$ cat config.mk
export PLATFORM = sky130hd
export DESIGN_NAME = priv_block
export DESIGN_NICKNAME = d
export VERILOG_FILES = /design/src/verilog/priv_pkg.sv /design/src/verilog/priv_block.sv /design/src/verilog/priv_csr_decode.sv /design/src/verilog/priv_csr_file.sv /design/src/verilog/priv_trap_handler.sv
export SDC_FILE = /design/constraint.sdc
export NUM_CORES = 1
export LEC_CHECK = 0
export ABC_AREA = 0
export BUFFER_PORTS_ARGS = -buffer_cell sky130_fd_sc_hd__buf_2
export CELL_PAD_IN_SITES_DETAIL_PLACEMENT = 2
export CELL_PAD_IN_SITES_GLOBAL_PLACEMENT = 2
export CORE_MARGIN = 2
export CORE_UTILIZATION = 38
export CTS_CLUSTER_DIAMETER = 200
export DETAILED_ROUTE_END_ITERATION = 10
export GPL_TIMING_DRIVEN = 0
export PLACE_DENSITY = 0.95
export SLEW_MARGIN = 20
export SYNTH_ARGS = -nofsm -noshare
export SYNTH_HDL_FRONTEND = slang
export SYNTH_SLANG_ARGS = --single-unit
$ cat constraint.sdc
create_clock -name CLK -period 8.03 [get_ports CLK]
set_input_delay 0.4015 -clock CLK [delete_from_list [all_inputs] [get_ports CLK]]
set_output_delay 0.4015 -clock CLK [all_outputs]
set_load 0.02 [all_outputs]
$ cat src/verilog/priv_pkg.sv
/*
 * Machine-mode privileged unit definitions
 * Data width, CSR addresses, CSR operations, cause codes and mstatus fields
 */

package priv_pkg;

    localparam int XLEN = 32;

    // Supported machine CSRs
    typedef enum logic [11:0] {
        CSR_MSTATUS  = 12'h300,
        CSR_MISA     = 12'h301,
        CSR_MIE      = 12'h304,
        CSR_MTVEC    = 12'h305,
        CSR_MSCRATCH = 12'h340,
        CSR_MEPC     = 12'h341,
        CSR_MCAUSE   = 12'h342,
        CSR_MTVAL    = 12'h343,
        CSR_MIP      = 12'h344,
        CSR_MINSTRET = 12'hB02,
        CSR_MHARTID  = 12'hF14
    } csr_addr_e;

    typedef enum logic [1:0] {
        CSR_NONE  = 2'd0,
        CSR_SWAP  = 2'd1,
        CSR_SET   = 2'd2,
        CSR_CLEAR = 2'd3
    } csr_op_e;

    // Exception codes
    typedef enum logic [3:0] {
        CAUSE_MAL_INSN   = 4'd0,
        CAUSE_FAULT_INSN = 4'd1,
        CAUSE_ILLEGAL    = 4'd2,
        CAUSE_BREAKPOINT = 4'd3,
        CAUSE_MAL_L      = 4'd4,
        CAUSE_FAULT_L    = 4'd5,
        CAUSE_MAL_S      = 4'd6,
        CAUSE_FAULT_S    = 4'd7,
        CAUSE_ECALL_M    = 4'd11
    } cause_e;

    // Interrupt codes share the numbering, mcause bit 31 tells them apart
    localparam cause_e CAUSE_SOFT_INT  = cause_e'(4'd3);
    localparam cause_e CAUSE_TIMER_INT = cause_e'(4'd7);
    localparam cause_e CAUSE_EXT_INT   = cause_e'(4'd11);

    localparam int MSTATUS_MIE  = 3;
    localparam int MSTATUS_MPIE = 7;

    // MXL = 1 (32 bit), extension I
    localparam logic [XLEN-1:0] MISA_VALUE = 32'h4000_0100;

endpackage

$ cat src/verilog/priv_block.sv
/*
 * Machine-mode privileged unit top level
 * Connects CSR decode, CSR file and trap handler to the pipeline
 */

`timescale 1ns/1ps

module priv_block #(
    parameter logic [31:0] HART_ID     = 32'h0,
    parameter logic [31:0] MTVEC_RESET = 32'h100
) (
    input  logic                      CLK,
    input  logic                      reset,
    // CSR request
    input  logic [11:0]               csr_addr,
    input  logic                      swap,
    input  logic                      set,
    input  logic                      clr,
    input  logic [priv_pkg::XLEN-1:0] wdata,
    input  logic                      valid_write,
    // Retire
    input  logic                      instr,
    input  logic                      wb_enable,
    // Exceptions
    input  logic                      mal_insn,
    input  logic                      fault_insn,
    input  logic                      illegal_insn,
    input  logic                      breakpoint,
    input  logic                      mal_l,
    input  logic                      fault_l,
    input  logic                      mal_s,
    input  logic                      fault_s,
    input  logic                      env,
    input  logic [priv_pkg::XLEN-1:0] epc,
    input  logic [priv_pkg::XLEN-1:0] badaddr,
    input  logic                      ret,
    // Interrupt levels
    input  logic                      timer_int,
    input  logic                      soft_int,
    input  logic                      ext_int,
    // To pipeline
    output logic [priv_pkg::XLEN-1:0] rdata,
    output logic                      invalid_priv_isn,
    output logic [priv_pkg::XLEN-1:0] priv_pc,
    output logic                      insert_pc,
    output logic                      intr
);

    priv_pkg::csr_op_e         csr_op;
    priv_pkg::csr_addr_e       csr_sel;
    logic                      invalid_csr;
    logic                      mstatus_mie;
    logic [priv_pkg::XLEN-1:0] mie_bits;
    logic [priv_pkg::XLEN-1:0] mtvec_val;
    logic [priv_pkg::XLEN-1:0] mepc_val;
    logic                      trap_take;
    priv_pkg::cause_e          trap_cause;
    logic                      trap_intr;
    logic [priv_pkg::XLEN-1:0] trap_epc;
    logic [priv_pkg::XLEN-1:0] trap_tval;
    logic                      mret_take;

    assign invalid_priv_isn = invalid_csr;

    priv_csr_decode csr_decode (
        .csr_addr(csr_addr), .swap(swap), .set(set), .clr(clr),
        .valid_write(valid_write), .csr_op(csr_op), .csr_sel(csr_sel),
        .invalid_csr(invalid_csr)
    );

    priv_csr_file #(.HART_ID(HART_ID), .MTVEC_RESET(MTVEC_RESET)) csr_file (
        .CLK(CLK), .reset(reset), .csr_op(csr_op), .csr_sel(csr_sel),
        .invalid_csr(invalid_csr), .wdata(wdata), .instr(instr), .wb_enable(wb_enable),
        .timer_int(timer_int), .soft_int(soft_int), .ext_int(ext_int),
        .trap_take(trap_take), .trap_cause(trap_cause), .trap_intr(trap_intr),
        .trap_epc(trap_epc), .trap_tval(trap_tval), .mret_take(mret_take),
        .rdata(rdata), .mstatus_mie(mstatus_mie), .mie_bits(mie_bits),
        .mtvec_val(mtvec_val), .mepc_val(mepc_val)
    );

    priv_trap_handler trap_handler (
        .CLK(CLK), .reset(reset),
        .mal_insn(mal_insn), .fault_insn(fault_insn), .illegal_insn(illegal_insn),
        .breakpoint(breakpoint), .mal_l(mal_l), .fault_l(fault_l),
        .mal_s(mal_s), .fault_s(fault_s), .env(env),
        .epc(epc), .badaddr(badaddr), .ret(ret),
        .timer_int(timer_int), .soft_int(soft_int), .ext_int(ext_int),
        .mstatus_mie(mstatus_mie), .mie_bits(mie_bits),
        .mtvec_val(mtvec_val), .mepc_val(mepc_val),
        .trap_take(trap_take), .trap_cause(trap_cause), .trap_intr(trap_intr),
        .trap_epc(trap_epc), .trap_tval(trap_tval), .mret_take(mret_take),
        .priv_pc(priv_pc), .insert_pc(insert_pc), .intr(intr)
    );

endmodule

$ cat src/verilog/priv_csr_decode.sv
/*
 * CSR request decode
 * Turns the address and strobes into an operation, a register select
 * and a legality flag
 */

`timescale 1ns/1ps

module priv_csr_decode (
    input  logic [11:0]         csr_addr,
    input  logic                swap,
    input  logic                set,
    input  logic                clr,
    input  logic                valid_write,
    output priv_pkg::csr_op_e   csr_op,
    output priv_pkg::csr_addr_e csr_sel,
    output logic                invalid_csr
);

    logic known;
    logic read_only;
    logic strobe;

    assign strobe  = swap | set | clr;
    assign csr_sel = priv_pkg::csr_addr_e'(csr_addr);

    // Address lookup
    always_comb begin
        known     = 1'b1;
        read_only = 1'b0;
        case (csr_addr)
            priv_pkg::CSR_MISA,
            priv_pkg::CSR_MIP,
            priv_pkg::CSR_MHARTID: read_only = 1'b1;
            priv_pkg::CSR_MSTATUS,
            priv_pkg::CSR_MIE,
            priv_pkg::CSR_MTVEC,
            priv_pkg::CSR_MSCRATCH,
            priv_pkg::CSR_MEPC,
            priv_pkg::CSR_MCAUSE,
            priv_pkg::CSR_MTVAL,
            priv_pkg::CSR_MINSTRET: known = 1'b1;
            default: known = 1'b0;
        endcase
    end

    // Strobes to operation
    always_comb begin
        if (!valid_write) begin
            csr_op = priv_pkg::CSR_NONE;
        end else if (swap) begin
            csr_op = priv_pkg::CSR_SWAP;
        end else if (set) begin
            csr_op = priv_pkg::CSR_SET;
        end else if (clr) begin
            csr_op = priv_pkg::CSR_CLEAR;
        end else begin
            csr_op = priv_pkg::CSR_NONE;
        end
    end

    assign invalid_csr = valid_write & (~known | (read_only & strobe));

    // Pipeline issues one CSR operation per instruction
    always_comb begin
        if (valid_write) begin
            assert ($onehot0({swap, set, clr}))
                else $error("more than one CSR strobe active");
        end
    end

endmodule

$ cat src/verilog/priv_csr_file.sv
/*
 * Machine CSR file
 * Combinational read, read-modify-write, trap and mret updates
 */

`timescale 1ns/1ps

module priv_csr_file #(
    parameter logic [31:0] HART_ID     = 32'h0,
    parameter logic [31:0] MTVEC_RESET = 32'h100
) (
    input  logic                      CLK,
    input  logic                      reset,
    input  priv_pkg::csr_op_e         csr_op,
    input  priv_pkg::csr_addr_e       csr_sel,
    input  logic                      invalid_csr,
    input  logic [priv_pkg::XLEN-1:0] wdata,
    input  logic                      instr,
    input  logic                      wb_enable,
    input  logic                      timer_int,
    input  logic                      soft_int,
    input  logic                      ext_int,
    input  logic                      trap_take,
    input  priv_pkg::cause_e          trap_cause,
    input  logic                      trap_intr,
    input  logic [priv_pkg::XLEN-1:0] trap_epc,
    input  logic [priv_pkg::XLEN-1:0] trap_tval,
    input  logic                      mret_take,
    output logic [priv_pkg::XLEN-1:0] rdata,
    output logic                      mstatus_mie,
    output logic [priv_pkg::XLEN-1:0] mie_bits,
    output logic [priv_pkg::XLEN-1:0] mtvec_val,
    output logic [priv_pkg::XLEN-1:0] mepc_val
);

    // mstatus keeps only MIE and MPIE, the rest reads as zero
    logic                      mie_flag;
    logic                      mpie_flag;
    logic [priv_pkg::XLEN-1:0] mie_reg;
    logic [priv_pkg::XLEN-1:0] mtvec;
    logic [priv_pkg::XLEN-1:0] mscratch;
    logic [priv_pkg::XLEN-1:0] mepc;
    logic [priv_pkg::XLEN-1:0] mcause;
    logic [priv_pkg::XLEN-1:0] mtval;
    logic [priv_pkg::XLEN-1:0] minstret;
    logic [priv_pkg::XLEN-1:0] mstatus_word;
    logic [priv_pkg::XLEN-1:0] mip_word;
    logic [priv_pkg::XLEN-1:0] new_val;
    logic                      csr_we;

    always_comb begin
        mstatus_word = '0;
        mstatus_word[priv_pkg::MSTATUS_MIE]  = mie_flag;
        mstatus_word[priv_pkg::MSTATUS_MPIE] = mpie_flag;
    end

    // Pending bits follow the interrupt lines directly
    always_comb begin
        mip_word = '0;
        mip_word[priv_pkg::CAUSE_SOFT_INT]  = soft_int;
        mip_word[priv_pkg::CAUSE_TIMER_INT] = timer_int;
        mip_word[priv_pkg::CAUSE_EXT_INT]   = ext_int;
    end

    always_comb begin
        case (csr_sel)
            priv_pkg::CSR_MSTATUS:  rdata = mstatus_word;
            priv_pkg::CSR_MISA:     rdata = priv_pkg::MISA_VALUE;
            priv_pkg::CSR_MIE:      rdata = mie_reg;
            priv_pkg::CSR_MTVEC:    rdata = mtvec;
            priv_pkg::CSR_MSCRATCH: rdata = mscratch;
            priv_pkg::CSR_MEPC:     rdata = mepc;
            priv_pkg::CSR_MCAUSE:   rdata = mcause;
            priv_pkg::CSR_MTVAL:    rdata = mtval;
            priv_pkg::CSR_MIP:      rdata = mip_word;
            priv_pkg::CSR_MINSTRET: rdata = minstret;
            priv_pkg::CSR_MHARTID:  rdata = HART_ID;
            default:                rdata = '0;
        endcase
    end

    always_comb begin
        case (csr_op)
            priv_pkg::CSR_SWAP:  new_val = wdata;
            priv_pkg::CSR_SET:   new_val = rdata | wdata;
            priv_pkg::CSR_CLEAR: new_val = rdata & ~wdata;
            default:             new_val = rdata;
        endcase
    end

    // Traps and mret win over the software write
    assign csr_we = (csr_op != priv_pkg::CSR_NONE) & ~invalid_csr & ~trap_take & ~mret_take;

    always_ff @(posedge CLK) begin
        if (reset) begin
            mie_flag  <= 1'b0;
            mpie_flag <= 1'b0;
            mie_reg   <= '0;
            mtvec     <= MTVEC_RESET;
            mscratch  <= '0;
            mepc      <= '0;
            mcause    <= '0;
            mtval     <= '0;
            minstret  <= '0;
        end else begin
            if (instr && wb_enable) begin
                minstret <= minstret + 1'b1;
            end
            if (trap_take) begin
                mepc      <= trap_epc;
                mcause    <= {trap_intr, {(priv_pkg::XLEN-5){1'b0}}, trap_cause};
                mtval     <= trap_tval;
                mpie_flag <= mie_flag;
                mie_flag  <= 1'b0;
            end else if (mret_take) begin
                mie_flag  <= mpie_flag;
                mpie_flag <= 1'b1;
            end else if (csr_we) begin
                case (csr_sel)
                    priv_pkg::CSR_MSTATUS: begin
                        mie_flag  <= new_val[priv_pkg::MSTATUS_MIE];
                        mpie_flag <= new_val[priv_pkg::MSTATUS_MPIE];
                    end
                    priv_pkg::CSR_MIE:      mie_reg  <= new_val;
                    priv_pkg::CSR_MTVEC:    mtvec    <= new_val;
                    priv_pkg::CSR_MSCRATCH: mscratch <= new_val;
                    priv_pkg::CSR_MEPC:     mepc     <= new_val;
                    priv_pkg::CSR_MCAUSE:   mcause   <= new_val;
                    priv_pkg::CSR_MTVAL:    mtval    <= new_val;
                    priv_pkg::CSR_MINSTRET: minstret <= new_val;
                    default: begin
                    end
                endcase
            end
        end
    end

    assign mstatus_mie = mie_flag;
    assign mie_bits    = mie_reg;
    assign mtvec_val   = mtvec;
    assign mepc_val    = mepc;

    // A rejected request leaves the software-visible state untouched
    a_invalid_no_write: assert property (@(posedge CLK) disable iff (reset)
        invalid_csr && !trap_take && !mret_take |=>
            $stable(mscratch) && $stable(mie_reg) && $stable(mtvec) && $stable(mie_flag));

endmodule

$ cat src/verilog/priv_trap_handler.sv
/*
 * Trap handler
 * Arbitrates exceptions, interrupts and mret and registers the redirect
 */

`timescale 1ns/1ps

module priv_trap_handler (
    input  logic                      CLK,
    input  logic                      reset,
    input  logic                      mal_insn,
    input  logic                      fault_insn,
    input  logic                      illegal_insn,
    input  logic                      breakpoint,
    input  logic                      mal_l,
    input  logic                      fault_l,
    input  logic                      mal_s,
    input  logic                      fault_s,
    input  logic                      env,
    input  logic [priv_pkg::XLEN-1:0] epc,
    input  logic [priv_pkg::XLEN-1:0] badaddr,
    input  logic                      ret,
    input  logic                      timer_int,
    input  logic                      soft_int,
    input  logic                      ext_int,
    input  logic                      mstatus_mie,
    input  logic [priv_pkg::XLEN-1:0] mie_bits,
    input  logic [priv_pkg::XLEN-1:0] mtvec_val,
    input  logic [priv_pkg::XLEN-1:0] mepc_val,
    output logic                      trap_take,
    output priv_pkg::cause_e          trap_cause,
    output logic                      trap_intr,
    output logic [priv_pkg::XLEN-1:0] trap_epc,
    output logic [priv_pkg::XLEN-1:0] trap_tval,
    output logic                      mret_take,
    output logic [priv_pkg::XLEN-1:0] priv_pc,
    output logic                      insert_pc,
    output logic                      intr
);

    logic                      exc_any;
    priv_pkg::cause_e          exc_cause;
    logic                      ext_pend;
    logic                      soft_pend;
    logic                      timer_pend;
    logic                      int_any;
    priv_pkg::cause_e          int_cause;
    logic                      addr_cause;
    logic [priv_pkg::XLEN-1:0] base;
    logic [priv_pkg::XLEN-1:0] target;

    // Highest priority exception first
    always_comb begin
        exc_any   = 1'b1;
        exc_cause = priv_pkg::CAUSE_BREAKPOINT;
        if (breakpoint)        exc_cause = priv_pkg::CAUSE_BREAKPOINT;
        else if (fault_insn)   exc_cause = priv_pkg::CAUSE_FAULT_INSN;
        else if (mal_insn)     exc_cause = priv_pkg::CAUSE_MAL_INSN;
        else if (illegal_insn) exc_cause = priv_pkg::CAUSE_ILLEGAL;
        else if (env)          exc_cause = priv_pkg::CAUSE_ECALL_M;
        else if (mal_s)        exc_cause = priv_pkg::CAUSE_MAL_S;
        else if (mal_l)        exc_cause = priv_pkg::CAUSE_MAL_L;
        else if (fault_s)      exc_cause = priv_pkg::CAUSE_FAULT_S;
        else if (fault_l)      exc_cause = priv_pkg::CAUSE_FAULT_L;
        else                   exc_any   = 1'b0;
    end

    assign ext_pend   = ext_int & mie_bits[priv_pkg::CAUSE_EXT_INT];
    assign soft_pend  = soft_int & mie_bits[priv_pkg::CAUSE_SOFT_INT];
    assign timer_pend = timer_int & mie_bits[priv_pkg::CAUSE_TIMER_INT];
    assign int_any    = mstatus_mie & (ext_pend | soft_pend | timer_pend);
    assign int_cause  = ext_pend  ? priv_pkg::CAUSE_EXT_INT  :
                        soft_pend ? priv_pkg::CAUSE_SOFT_INT : priv_pkg::CAUSE_TIMER_INT;

    assign trap_take  = exc_any | int_any;
    assign trap_intr  = ~exc_any & int_any;
    assign trap_cause = exc_any ? exc_cause : int_cause;
    assign mret_take  = ret & ~trap_take;
    assign trap_epc   = epc;

    // Only address-related exceptions report badaddr
    assign addr_cause = exc_any & (exc_cause inside {priv_pkg::CAUSE_MAL_INSN,
        priv_pkg::CAUSE_FAULT_INSN, priv_pkg::CAUSE_MAL_L, priv_pkg::CAUSE_FAULT_L,
        priv_pkg::CAUSE_MAL_S, priv_pkg::CAUSE_FAULT_S});
    assign trap_tval  = addr_cause ? badaddr : '0;

    assign base = {mtvec_val[priv_pkg::XLEN-1:2], 2'b00};

    always_comb begin
        if (mret_take) begin
            target = mepc_val;
        end else if (trap_intr && mtvec_val[1:0] == 2'b01) begin
            target = base + {{(priv_pkg::XLEN-6){1'b0}}, trap_cause, 2'b00};
        end else begin
            target = base;
        end
    end

    always_ff @(posedge CLK) begin
        if (reset) begin
            insert_pc <= 1'b0;
            intr      <= 1'b0;
        end else begin
            insert_pc <= trap_take | mret_take;
            intr      <= trap_intr;
        end
    end

    always_ff @(posedge CLK) begin
        if (trap_take || mret_take) begin
            priv_pc <= target;
        end
    end

    // Redirect pulse only follows a taken trap or mret
    a_redirect_cause: assert property (@(posedge CLK) disable iff (reset)
        !(trap_take || mret_take) |=> !insert_pc);

endmodule
Word level (Yosys, flattened, before mapping)
Index checks and enable logic that the tools add are counted.

operators by class
  $add $sub $neg = 2
  equal/unequal tests = 21
  muxes and demuxes = 56
  bitwise operators = 27
  reduce and logical (&&, ||, !) cells = 26

operator list
  kind                     count
  $mux W32                 20
  $pmux W32 S10            1
  $eq A12 B10 Y1 const B   9
  $pmux W32 S3             1
  $mux W4                  10
  $add A32 B1 Y32 const B  1
  $add A32 B6 Y32          1
  $and A32 B32 Y32         1
  $not A32 Y32             1
  $or A32 B32 Y32          1
  $eq A12 B12 Y1 const B   2
  $mux W1                  18
  $eq A4 B3 Y1 const B     4
  $reduce_bool A2 Y1       7
  $and A1 B1 Y1            12
  $reduce_and A3 Y1        4
  $reduce_and A4 Y1        3
  $reduce_or A11 Y1        1
  $mux W2                  4
  $or A1 B1 Y1             7
  $mux W3                  2
  $reduce_bool A3 Y1       2
  $reduce_bool A6 Y1       1
  $not A1 Y1               5
  other kinds (10)         14

storage, ports and cells
  bits in registers = 260
  input port bits = 129
  output and inout port bits = 67
  logic and storage cells = 145

Depth between registers and ports, before layout
Gate-level depths: netlist (run 1).

  depth in word-level cells = 17
  mapped depth = 14
  mapped depth without buffers = 13

Cells and area by module
A second synthesis (run 1) with hierarchy kept.

unflattened totals
  cells, all modules = 1703
  area, all modules = 14671.6 um2

by module, submodules not included
  module             instances  cells an instance  area each (um2)  seq. area each (um2)
  priv_csr_file      1          1346               11629.9          4524.3
  priv_trap_handler  1          323                2806.4           1001.0
  priv_csr_decode    1          34                 235.2            0.0

Worst setup path after synthesis (run 1)
No wires, ideal clock.

  kind = input -> register
  from = in breakpoint
  to = reg trap_handler.priv_pc[16] (netlist name), data pin
  setup time = 267 ps
  arrival = 2500 ps
  slack = 5263 ps
  stages = 11
  buffers on the path = 1
  cell sequence = nor4_2 nand2_1 a21oi_1 ha_1 nor2b_1 o21a_1 o2111ai_1 clkbuf_1 nor2_1 xnor2_1 o21ai_0

between the ends
  longest elaborated chain between the ends = 6

ends and longest elaborated chain
  element                                                  RTL line                  source
  start, declared                                          priv_block.sv:28          input logic breakpoint,
  branches (longest 5 deep; another with $add A32 B6 Y32)  n/a
  $mux W32 *                                               priv_trap_handler.sv:90   if (mret_take) begin
  named net trap_handler.target, one bit                   priv_trap_handler.sv:50   logic [priv_pkg::XLEN-1:0] target;
  end signal, assigned                                     priv_trap_handler.sv:111  priv_pc <= target;
  end, declared                                            priv_trap_handler.sv:36   output logic [priv_pkg::XLEN-1:0] priv_pc,

Mark *: on every way through the listed nets, which the timed path passes.
A chain may end at the register's enable or synchronous reset.

Worst setup path after layout (run 1)
  from = in breakpoint
  to = reg trap_handler.priv_pc[10] (netlist name), data pin

The elaborated chain is that of the path after synthesis.

==> results.md, run 1 <==
- Num ports: 196
- First-pass GRT wire length: 124.2 mm
- CP required: 8.34 ns
- Critical Path Start: breakpoint
- Post-route minimum period: 4.002 ns
- PD cells: 183.7 mW/mm^2
- Setup TNS: 0 ns
- CTS Buf Count: 31
- Max Cap Viol: 0
- Routed WL: 87.32 mm
- Final setup fails: 0
- Vias in the first global route: 18280
- Slew Limit Headroom: 17.58%
- Cts repair resizes: 0
- Syn avg cell area: 8.513 sq um
- Worst min path class: input pin to flip-flop
- DRC: 0
- Reg-to-Reg End: trap_handler.priv_pc[10]
- WS Path Type: input pin to flip-flop
- Flop2flop setup slack: 4.09 ns
- CP max FO: 10
- Fin. Hold Viols: 0
- Status: finished, final reports clean
- Post-CTS Hold Buffers: 0
- # H-tree levels: 1
- Latest clock arrival within the worst-skew pair: 0.62 ns
- CP Capture Type: flip-flop
- Die ar.: 0.03884 sq mm
- Seq/Total Area, Yosys: 39.00%
- Max IR drop VDD: 0.1519 mV
- Worst Setup Start Kind: input pin
- Area of the mapped netlist: 0.01417 sq mm
- Maximum clock rate: 249.9 MHz
- # port buffers: 192
- DRT Pass-1 Iters: 8
- Post-Synth Simple-Gate Area: 19.35%
- Final estimated routing congestion in global placement: 1.009
- Root buf cell: clkbuf_16
- CTS tree: yes
- Layout cells sized above 1: 17.78%
- Largest net degree at the start of global routing: 34
- N_diodes: 0
- Synth warn: 0
- Crit path to: trap_handler.priv_pc[10]
- Grt ovf: 0
- Synth Register Bits: 260
- Vias: 17090
- Main combinational cell family by area after synthesis: compound AO/OA/AOI/OAI gates
- Post-synth top flop: dfxtp_1
- Final Slew Violations: 0
- CP peak stage delay: 0.87 ns
- Nets: 2030
- Row count: 70
- Clk buf depth: 3
- Mean routed wirelength per cell: 36.60 um
- Tcrit/Tclk final: 49.84%
- Area of the core: 0.03670 sq mm
- Synth Area in Compound Gates: 27.57%
- ANT nets after route: 0
- LEAKAGE: 5.963 nW
- Area grow syn2layout: 18.39%
- Syn Inst Count: 1664
- Number of flops mapped to enable cells by yosys: 32
- Die Height: 197.1 um
- CP max stage cell: o2111ai_1
- Initial antenna violation count: 0
- Synth Area in Adders: 0.5829%
- Cell variety after synth: 89
- Post-synthesis mux area share: 4.575%
- RSZ-0062 raised after global routing: no
- Initial Util: 38.60%
- DRT iter0 DRCs: 2060
- Async set-or-reset flop fraction in the synthesized netlist: 0%
- Final Power: 3.080 mW
- Total track usage: 44.07%
- Post-CTS setup buffer count: 0
- Chip width: 197.1 um
- Post-Syn Nets: 1799
- CP Data Arrival Time: 4.31 ns
- Clk sinks: 260
- Synth Area in XOR/XNOR: 3.524%
- R2R depth: 10
- Worst slew pin tran: 1.236 ns
- Worst-path clk slew: 0.07 ns
- R2R Path Start: csr_file.mie_bits[11]
- Sequence of cells on the critical path: buf_2 -> nor4_2 -> nand2_1 -> a21oi_1 -> ha_1 -> nor2b_1 -> o21a_1 -> o2111ai_1 -> clkbuf_1 -> nor2_1 -> xnor2_1 -> o21ai_0
- Vias per inst: 7.161
- Clk_skew: 0.03342 ns
- Hpwl dp: 61.67 mm
[power breakdown]
group / internal (mW) / switching [mW]
clock network: 0.816 / 0.634
registers: 1.33 / 0.0198
logic: 0.0792 / 0.202
total: 2.22 / 0.856
[worst min path at each step]
stage                   startpoint  depth (start not counted)  slack [ns]               endpoint
6_report                   epc[28]                          3        0.05  csr_file.mepc_val[28]
3_3_place_gp   csr_file.mcause[13]                          2        0.44    csr_file.mcause[13]
2_1_floorplan  csr_file.mcause[14]                          2        0.43    csr_file.mcause[14]
3_5_place_dp   csr_file.mcause[13]                          2        0.46    csr_file.mcause[13]
5_1_grt                    epc[11]                          3        0.08  csr_file.mepc_val[11]
4_1_cts                     epc[8]                          3        0.05   csr_file.mepc_val[8]
[stage by stage]
step,instance area (sq um),cells,utilization [%],setup slack (ns),hold slack [ns]
floorplan,14170,1664,-,5.263,0.4312
global placement,15710,2324,42.82,3.995,0.4409
detailed placement,15760,2327,42.93,3.812,0.4618
CTS,16750,2383,45.64,4.276,0.04875
global route,16770,2386,45.70,3.955,0.08295
finish,16770,2386,45.70,4.028,0.05070
[layout by cell type (no fill, tap or decap), drive strengths merged, types with 6 or more instances in the layout]
master,n
o22ai,47
nor2b,9
dfxtp,228
xor2,12
inv,42
a22o,6
a21boi,14
nand2b,17
edfxtp,32
a211oi,118
a221oi,7
clkbuf,125
nand3,47
a22oi,76
o21ai,97
o2bb2ai,20
or4,9
nand3b,9
xnor2,45
a221o,34
nand4,19
mux2,14
nor2,189
and2,9
buf,261
or3,8
a31oi,25
a21oi,45
nor4,24
and3,16
mux2i,49
and4,11
o31a,7
nor3,31
nand2,134
[area by class of cell]
cell class,instances,area (sq um)
Tap cell,468,585.6
Buffer,138,614.3
Inverter,40,150.1
Fill cell,4092,19930
Clock buffer,50,927.1
Timing Repair Buffer,198,1001
Sequential cell,260,5525
Clock inverter,6,65.06
Multi-Input combinational cell,1226,7903
[synthesized netlist by cell type (25+ instances only)]
master	number	share of area, %
dfxtp_1	228	32
nor2_1	185	4.9
nand2_1	134	3.6
a211oi_1	117	6.2
o21ai_0	94	3.3
a22oi_1	76	4.0
clkbuf_1	74	2.0
mux2i_1	49	3.5
buf_2	47	1.7
nand3_1	47	1.7
o22ai_1	47	2.1
a21oi_1	45	1.6
xnor2_1	45	2.8
inv_1	40	1.1
a221o_1	34	2.4
edfxtp_1	32	6.8
nor3_1	28	0.99
a31oi_1	25	1.1
[registers in the layout, indices dropped and copies added, names as in the netlist]
register	cells
csr_file.mtval	32
csr_file.mpie_flag	1
csr_file.mcause	32
trap_handler.insert_pc	1
trap_handler.priv_pc	32
csr_file.mie_bits	32
csr_file.minstret	32
csr_file.mtvec_val	32
csr_file.mepc_val	32
csr_file.mstatus_mie	1
csr_file.mscratch	32
trap_handler.intr	1
[routing by layer]
layer / vias up / wire, um / global-route usage [%]
met5: - / 0 / 0
met4: 0 / 8395 / 36.23
met3: 515 / 8544 / 11.64
met2: 1296 / 38920 / 70.15
met1: 8537 / 31460 / 49.78
li1: 6739 / - / -
[logic make-up (layout without fill, tap and decap cells)]
logic type / Yosys count / count (layout)
buffers and inverters: 178 / 432
multiplexers: 63 / 63
flip-flops: 260 / 260
AND/OR/NAND/NOR: 550 / 550
AO/OA/AOI/OAI: 550 / 550
XOR/XNOR: 57 / 57
adder cells (fa/ha/maj): 6 / 6
[worst max-delay path: cells and delay by family]
| family | cells | cell delay [ns] |
|---|---|---|
| xor gates and xnor gates | 1 | 0.23 |
| AOI/OAI and AO/OA | 4 | 1.51 |
| and+or+nand+nor | 4 | 1.01 |
| buffers and inverters | 2 | 0.80 |
| adders and majority gates | 1 | 0.34 |
Power figures use the tool's default switching activity.
==> inputs of run 2 (changes only) <==
--- a/config.mk
+++ b/config.mk
@@ -10,11 +10,11 @@
 export CELL_PAD_IN_SITES_DETAIL_PLACEMENT = 2
 export CELL_PAD_IN_SITES_GLOBAL_PLACEMENT = 2
 export CORE_MARGIN = 2
-export CORE_UTILIZATION = 38
+export CORE_UTILIZATION = 32
 export CTS_CLUSTER_DIAMETER = 200
 export DETAILED_ROUTE_END_ITERATION = 10
 export GPL_TIMING_DRIVEN = 0
-export PLACE_DENSITY = 0.95
+export PLACE_DENSITY = 0.87
 export SLEW_MARGIN = 20
 export SYNTH_ARGS = -nofsm -noshare
 export SYNTH_HDL_FRONTEND = slang
==> constraint.sdc (replaced) <==
create_clock -name CLK -period 3.4 [get_ports CLK]
set_input_delay 0.17 -clock CLK [delete_from_list [all_inputs] [get_ports CLK]]
set_output_delay 0.17 -clock CLK [all_outputs]
set_load 0.02 [all_outputs]
==> results.md, run 2 (same netlist as run 1, synthesis figures left out) <==
- Initial antenna violation count: 0
- Levels on crit path: 9
- Slew Limit Headroom: 20.49%
- Most frequent cells in the layout: buf_2, dfxtp_1, nor2_1
- CP required: 3.83 ns
- Row count: 77
- Total track usage: 36.55%
- Routed WL: 86.72 mm
- DRT Pass-1 Iters: 5
- Clk_skew: 0.03292 ns
- Hpwl dp: 62.11 mm
- Tcrit/Tclk final: 99.88%
- Max Cap Viol: 0
- Max IR drop VDD: 0.3702 mV
- DRC: 0
- Chip width: 214.4 um
- LEAKAGE: 6.298 nW
- Grt ovf: 0
- CTS tree: yes
- ANT nets after route: 0
- Delay-heaviest family, CP: compound AO/OA/AOI/OAI gates
- Maximum clock rate: 294.5 MHz
- DP Area: 0.01591 sq mm
- Hold Path Stages: 4
- CTS Buf Count: 31
- Root buf cell: clkbuf_16
- Worst path most repeated cell: buf_2
- PD cells: 429.9 mW/mm^2
- WP buf/inv: 4
- Mean routed wirelength per cell: 33.69 um
- Worst hold endpoint: csr_file.mepc_val[7]
- Hold WS: 0.04489 ns
- CP max stage cell: a21oi_1
- Largest net degree at the start of global routing: 34
- Clk buf depth: 3
- Vias: 16830
- Area of the core: 0.04393 sq mm
- Critical hold path startpoint: epc[7]
- Worst-path clk slew: 0.07 ns
- CP peak stage delay: 0.86 ns
- First-pass GRT wire length: 124.3 mm
- Die ar.: 0.04597 sq mm
- Final setup fails: 0
- Latest clock arrival within the worst-skew pair: 0.60 ns
- RSZ-0062 raised after global routing: yes
- CP Capture Type: flip-flop
- Status: finished, final reports clean
- Num ports: 196
- Reg-to-Reg End: csr_file.mpie_flag
- Sequence of cells on the critical path: buf_2 -> buf_2 -> or3b_2 -> buf_2 -> buf_1 -> o21ai_0 -> a32o_1 -> a21oi_1 -> o21ai_0
- Post-Layout Cell Count: 2574
- Layout Cell Area excl Fill: 0.01768 sq mm
- Flop2flop setup slack: 0.04 ns
- R2R Path Start: csr_file.mie_bits[11]
- CP Data Arrival Time: 3.82 ns
- Fin. Hold Viols: 0
- DRT iter0 DRCs: 1779
- R2R depth: 7
- Worst slew pin tran: 1.193 ns
- Initial Util: 32.25%
- Clk sinks: 260
- Vias in the first global route: 18140
- WS Path Type: input pin to flip-flop
- Die Height: 214.4 um
- Nets: 2090
- Area grow syn2layout: 24.80%
- Most common cell after layout, fill and taps aside: buf_2
- Final Slew Violations: 0
- Post-route minimum period: 3.396 ns
- CP max FO: 10
- Final estimated routing congestion in global placement: 0.9673
- Layout cells sized above 1: 17.84%
- Vias per inst: 6.538
- Worst min path class: input pin to flip-flop
- # H-tree levels: 1
- # port buffers: 192
- Worst Setup Start Kind: input pin
- Cell count after placement: 2451
[run 2: cell count changes in the layout (fill, tap and decap cells not counted), moves of 2 or more]
cell / before / now
clkbuf_1: 85 / 74
bufinv_16: 1 / 3
diode_2: 0 / 3
clkinv_2: 2 / 4
dlygate4sd3_1: 0 / 62
clkbuf_2: 0 / 3
clkbuf_8: 8 / 11
[run 2: per-layer routing]
metal	wire [um]	vias to the layer above	global-route usage, %
li1	-	6863	-
met1	32300	8506	42.43
met2	39490	1080	59.51
met3	7093	379	7.234
met4	7838	0	28.03
met5	0	-	0
[run 2: worst max-delay path by stage]
stage          slack [ns]                  endpoint             startpoint
2_1_floorplan        0.82        csr_file.mpie_flag  csr_file.mie_bits[11]
3_3_place_gp        -0.42  trap_handler.priv_pc[28]             breakpoint
3_5_place_dp        -0.49  trap_handler.priv_pc[16]             breakpoint
4_1_cts              0.02        csr_file.mpie_flag  csr_file.mie_bits[11]
5_1_grt             -0.12        csr_file.mpie_flag  csr_file.mie_bits[11]
6_report            0.004     csr_file.mepc_val[17]            csr_addr[2]
[run 2: cell type report]
class                      instances  area [sq um]
multi-input combinational       1226          7924
antenna                            3         7.507
fill                            4989         26250
inverter                          40         150.1
sequential                       260          5525
buffer                           137         614.3
clock inverter                    10         133.9
timing repair buffer             259          1617
clock buffer                      47         967.2
tap                              592         740.7
[run 2: worst reg2reg max path, stage by stage (launching register included)]
cell and delay, ns:
dfxtp_1 0.45, a222oi_1 0.20, o2111ai_2 0.71, clkbuf_1 0.58, nor2_1 0.19, inv_2 0.67
nor4_2 0.13, a221oi_1 0.33
[run 2: repair_timing]
action / CTS / global route
gates resized for setup: 2 / 8
hold buffers: 62 / 0
endpoints found under the setup margin: 20 / 27
hold endpoints to repair: 62 / 0
buffers inserted: 0 / 2
[run 2: where the power goes]
part           leakage [nW]  internal, mW  switching (mW)  total (mW)
registers              2.24          3.14          0.0473        3.19
clock network         0.541          2.18            1.52        3.70
logic                  3.52         0.233           0.484       0.716
[run 2: through the flow]
| step | TNS [ns] | total power [mW] | worst slack (ns) | util (%) |
|---|---|---|---|---|
| floorplan | 0 | 3.515 | 0.8202 | - |
| global placement | -7.790 | 3.838 | -0.4155 | 36.12 |
| detailed placement | -8.163 | 3.863 | -0.4886 | 36.22 |
| CTS | 0 | 7.517 | 0.01732 | 40.18 |
| global route | -0.1802 | 7.706 | -0.1222 | 40.23 |
| finish | 0 | 7.600 | 0.004078 | 40.24 |
==> inputs of run 3 (changes only) <==
--- a/config.mk
+++ b/config.mk
@@ -11,10 +11,11 @@
 export CELL_PAD_IN_SITES_GLOBAL_PLACEMENT = 2
 export CORE_MARGIN = 2
 export CORE_UTILIZATION = 32
-export CTS_CLUSTER_DIAMETER = 200
+export CTS_CLUSTER_DIAMETER = 120
 export DETAILED_ROUTE_END_ITERATION = 10
 export GPL_TIMING_DRIVEN = 0
 export PLACE_DENSITY = 0.87
+export SETUP_SLACK_MARGIN = 0.4
 export SLEW_MARGIN = 20
 export SYNTH_ARGS = -nofsm -noshare
 export SYNTH_HDL_FRONTEND = slang
==> results.md, run 3 (same netlist as run 1, synthesis figures left out) <==
- M1 WL: 32.20 mm
- Hold WS: 0.05674 ns
- Max Cap Viol: 0
- Maximum clock rate: 323.7 MHz
- Clk buf depth: 3
- Die Height: 214.4 um
- Tcrit/Tclk final: 90.87%
- First-pass GRT wire length: 124.8 mm
- Final Slew Violations: 0
- CTS tree: yes
- Post-route minimum period: 3.089 ns
- Vias: 16890
- Num ports: 196
- Die ar.: 0.04597 sq mm
- Layout Cell Area excl Fill: 0.01784 sq mm
- Grt ovf: 0
- DRT iter0 DRCs: 1760
- Max IR drop VDD: 0.3651 mV
- Initial Util: 32.25%
- Nets: 2094
- Mean routed wirelength per cell: 33.79 um
- Area grow syn2layout: 25.93%
- Worst-path clk slew: 0.06 ns
- # port buffers: 192
- WS Path Type: input pin to output port
- Vias in the first global route: 18140
- Routed WL: 87.03 mm
- Latest clock arrival within the worst-skew pair: 0.60 ns
- Final estimated routing congestion in global placement: 0.9673
- Vias per inst: 6.557
- Most common cell after layout, fill and taps aside: buf_2
- CP Capture Type: output port
- DRC: 0
- LEAKAGE: 6.367 nW
- ANT nets after route: 0
- Fin. Hold Viols: 0
- Clk sinks: 260
- DRT Pass-1 Iters: 5
- Worst slew pin tran: 1.168 ns
- Area of the core: 0.04393 sq mm
- Worst Setup Start Kind: input pin
- Total track usage: 36.64%
- Worst min path class: input pin to flip-flop
- Status: finished, final reports clean
- Hpwl dp: 62.11 mm
- Layout cells sized above 1: 19.47%
- CP required: 3.23 ns
- Final setup fails: 0
- RSZ-0062 raised after global routing: yes
- DP Area: 0.01591 sq mm
- CTS Buf Count: 31
- PD cells: 428.1 mW/mm^2
- Initial antenna violation count: 1
- DR WL met3: 7.386 mm
- Root buf cell: clkbuf_16
- Clk_skew: 0.02217 ns
- Top Layer Used: met4
- FILL cells: 4979
- Routed wl met2: 39.98 mm
- # H-tree levels: 1
- CP max FO: 10
- Slew Limit Headroom: 22.15%
- CP Data Arrival Time: 2.92 ns
- Most frequent cells in the layout: buf_2, dfxtp_1, nor2_1
- Largest net degree at the start of global routing: 34
- Chip width: 214.4 um
- Row count: 77
## run 3: layout make-up
class | count | area (sq um) | area share, %
Buffer | 138 | 646.9 | 3.626
Inverter | 40 | 152.6 | 0.8557
Clock inverter | 10 | 133.9 | 0.7505
Tap cell | 592 | 740.7 | 4.152
Sequential cell | 260 | 5527 | 30.98
Antenna cell | 1 | 2.502 | 0.01403
Multi-Input combinational cell | 1226 | 8030 | 45.01
Clock buffer | 47 | 967.2 | 5.422
Timing Repair Buffer | 262 | 1639 | 9.188
## run 3: path summary, 6_finish.rpt
path | startpoint | endpoint | slack [ns] | cells after the start
max reg2reg | csr_file.mie_bits[11] | csr_file.mepc_val[13] | 0.42 | 8
max | csr_addr[2] | rdata[16] | 0.31 | 9
min reg2reg | csr_file.mcause[24] | csr_file.mcause[24] | 0.49 | 2
min | wb_enable | csr_file.minstret[0] | 0.06 | 5
## run 3: worst max-delay path: stages
cell and delay (ns):
buf_2 0.12, buf_2 0.21, or3b_2 0.51, buf_2 0.24, buf_1 0.40, o21ai_1 0.60
a21oi_1 0.15, o21ai_0 0.28, buf_2 0.22
## run 3: repair_timing
action | CTS | global route
resized for setup | 15 | 47
hold endpoints to repair | 62 | 0
setup buffers | 2 | 3
gates cloned | 0 | 0
endpoints found under the setup margin | 114 | 125
hold buffers | 62 | 0
pin swaps | 3 | 3
## run 3: stage by stage
stage          TNS, ns  instances  utilization [%]  power (mW)  setup WS [ns]
2_1_floorplan        0       1664                -       3.515         0.8202
3_3_place_gp    -7.790       2448            36.12       3.838        -0.4155
3_5_place_dp    -8.163       2451            36.22       3.863        -0.4886
4_1_cts              0       2572            40.29       7.518         0.3303
5_1_grt              0       2575            40.60       7.721         0.3631
6_report             0       2576            40.61       7.637         0.3106
## run 3: metal layers
layer | vias up | GRT usage, %
met5 | - | 0
met4 | 0 | 26.09
met3 | 399 | 6.298
met2 | 1126 | 60.36
met1 | 8498 | 43.31
li1 | 6869 | -
## run 3: power breakdown
part | switching [mW] | leakage, nW | internal [mW]
registers | 0.0460 | 2.24 | 3.14
clock network | 1.55 | 0.541 | 2.18
logic | 0.489 | 3.59 | 0.236
total | 2.08 | 6.37 | 5.55
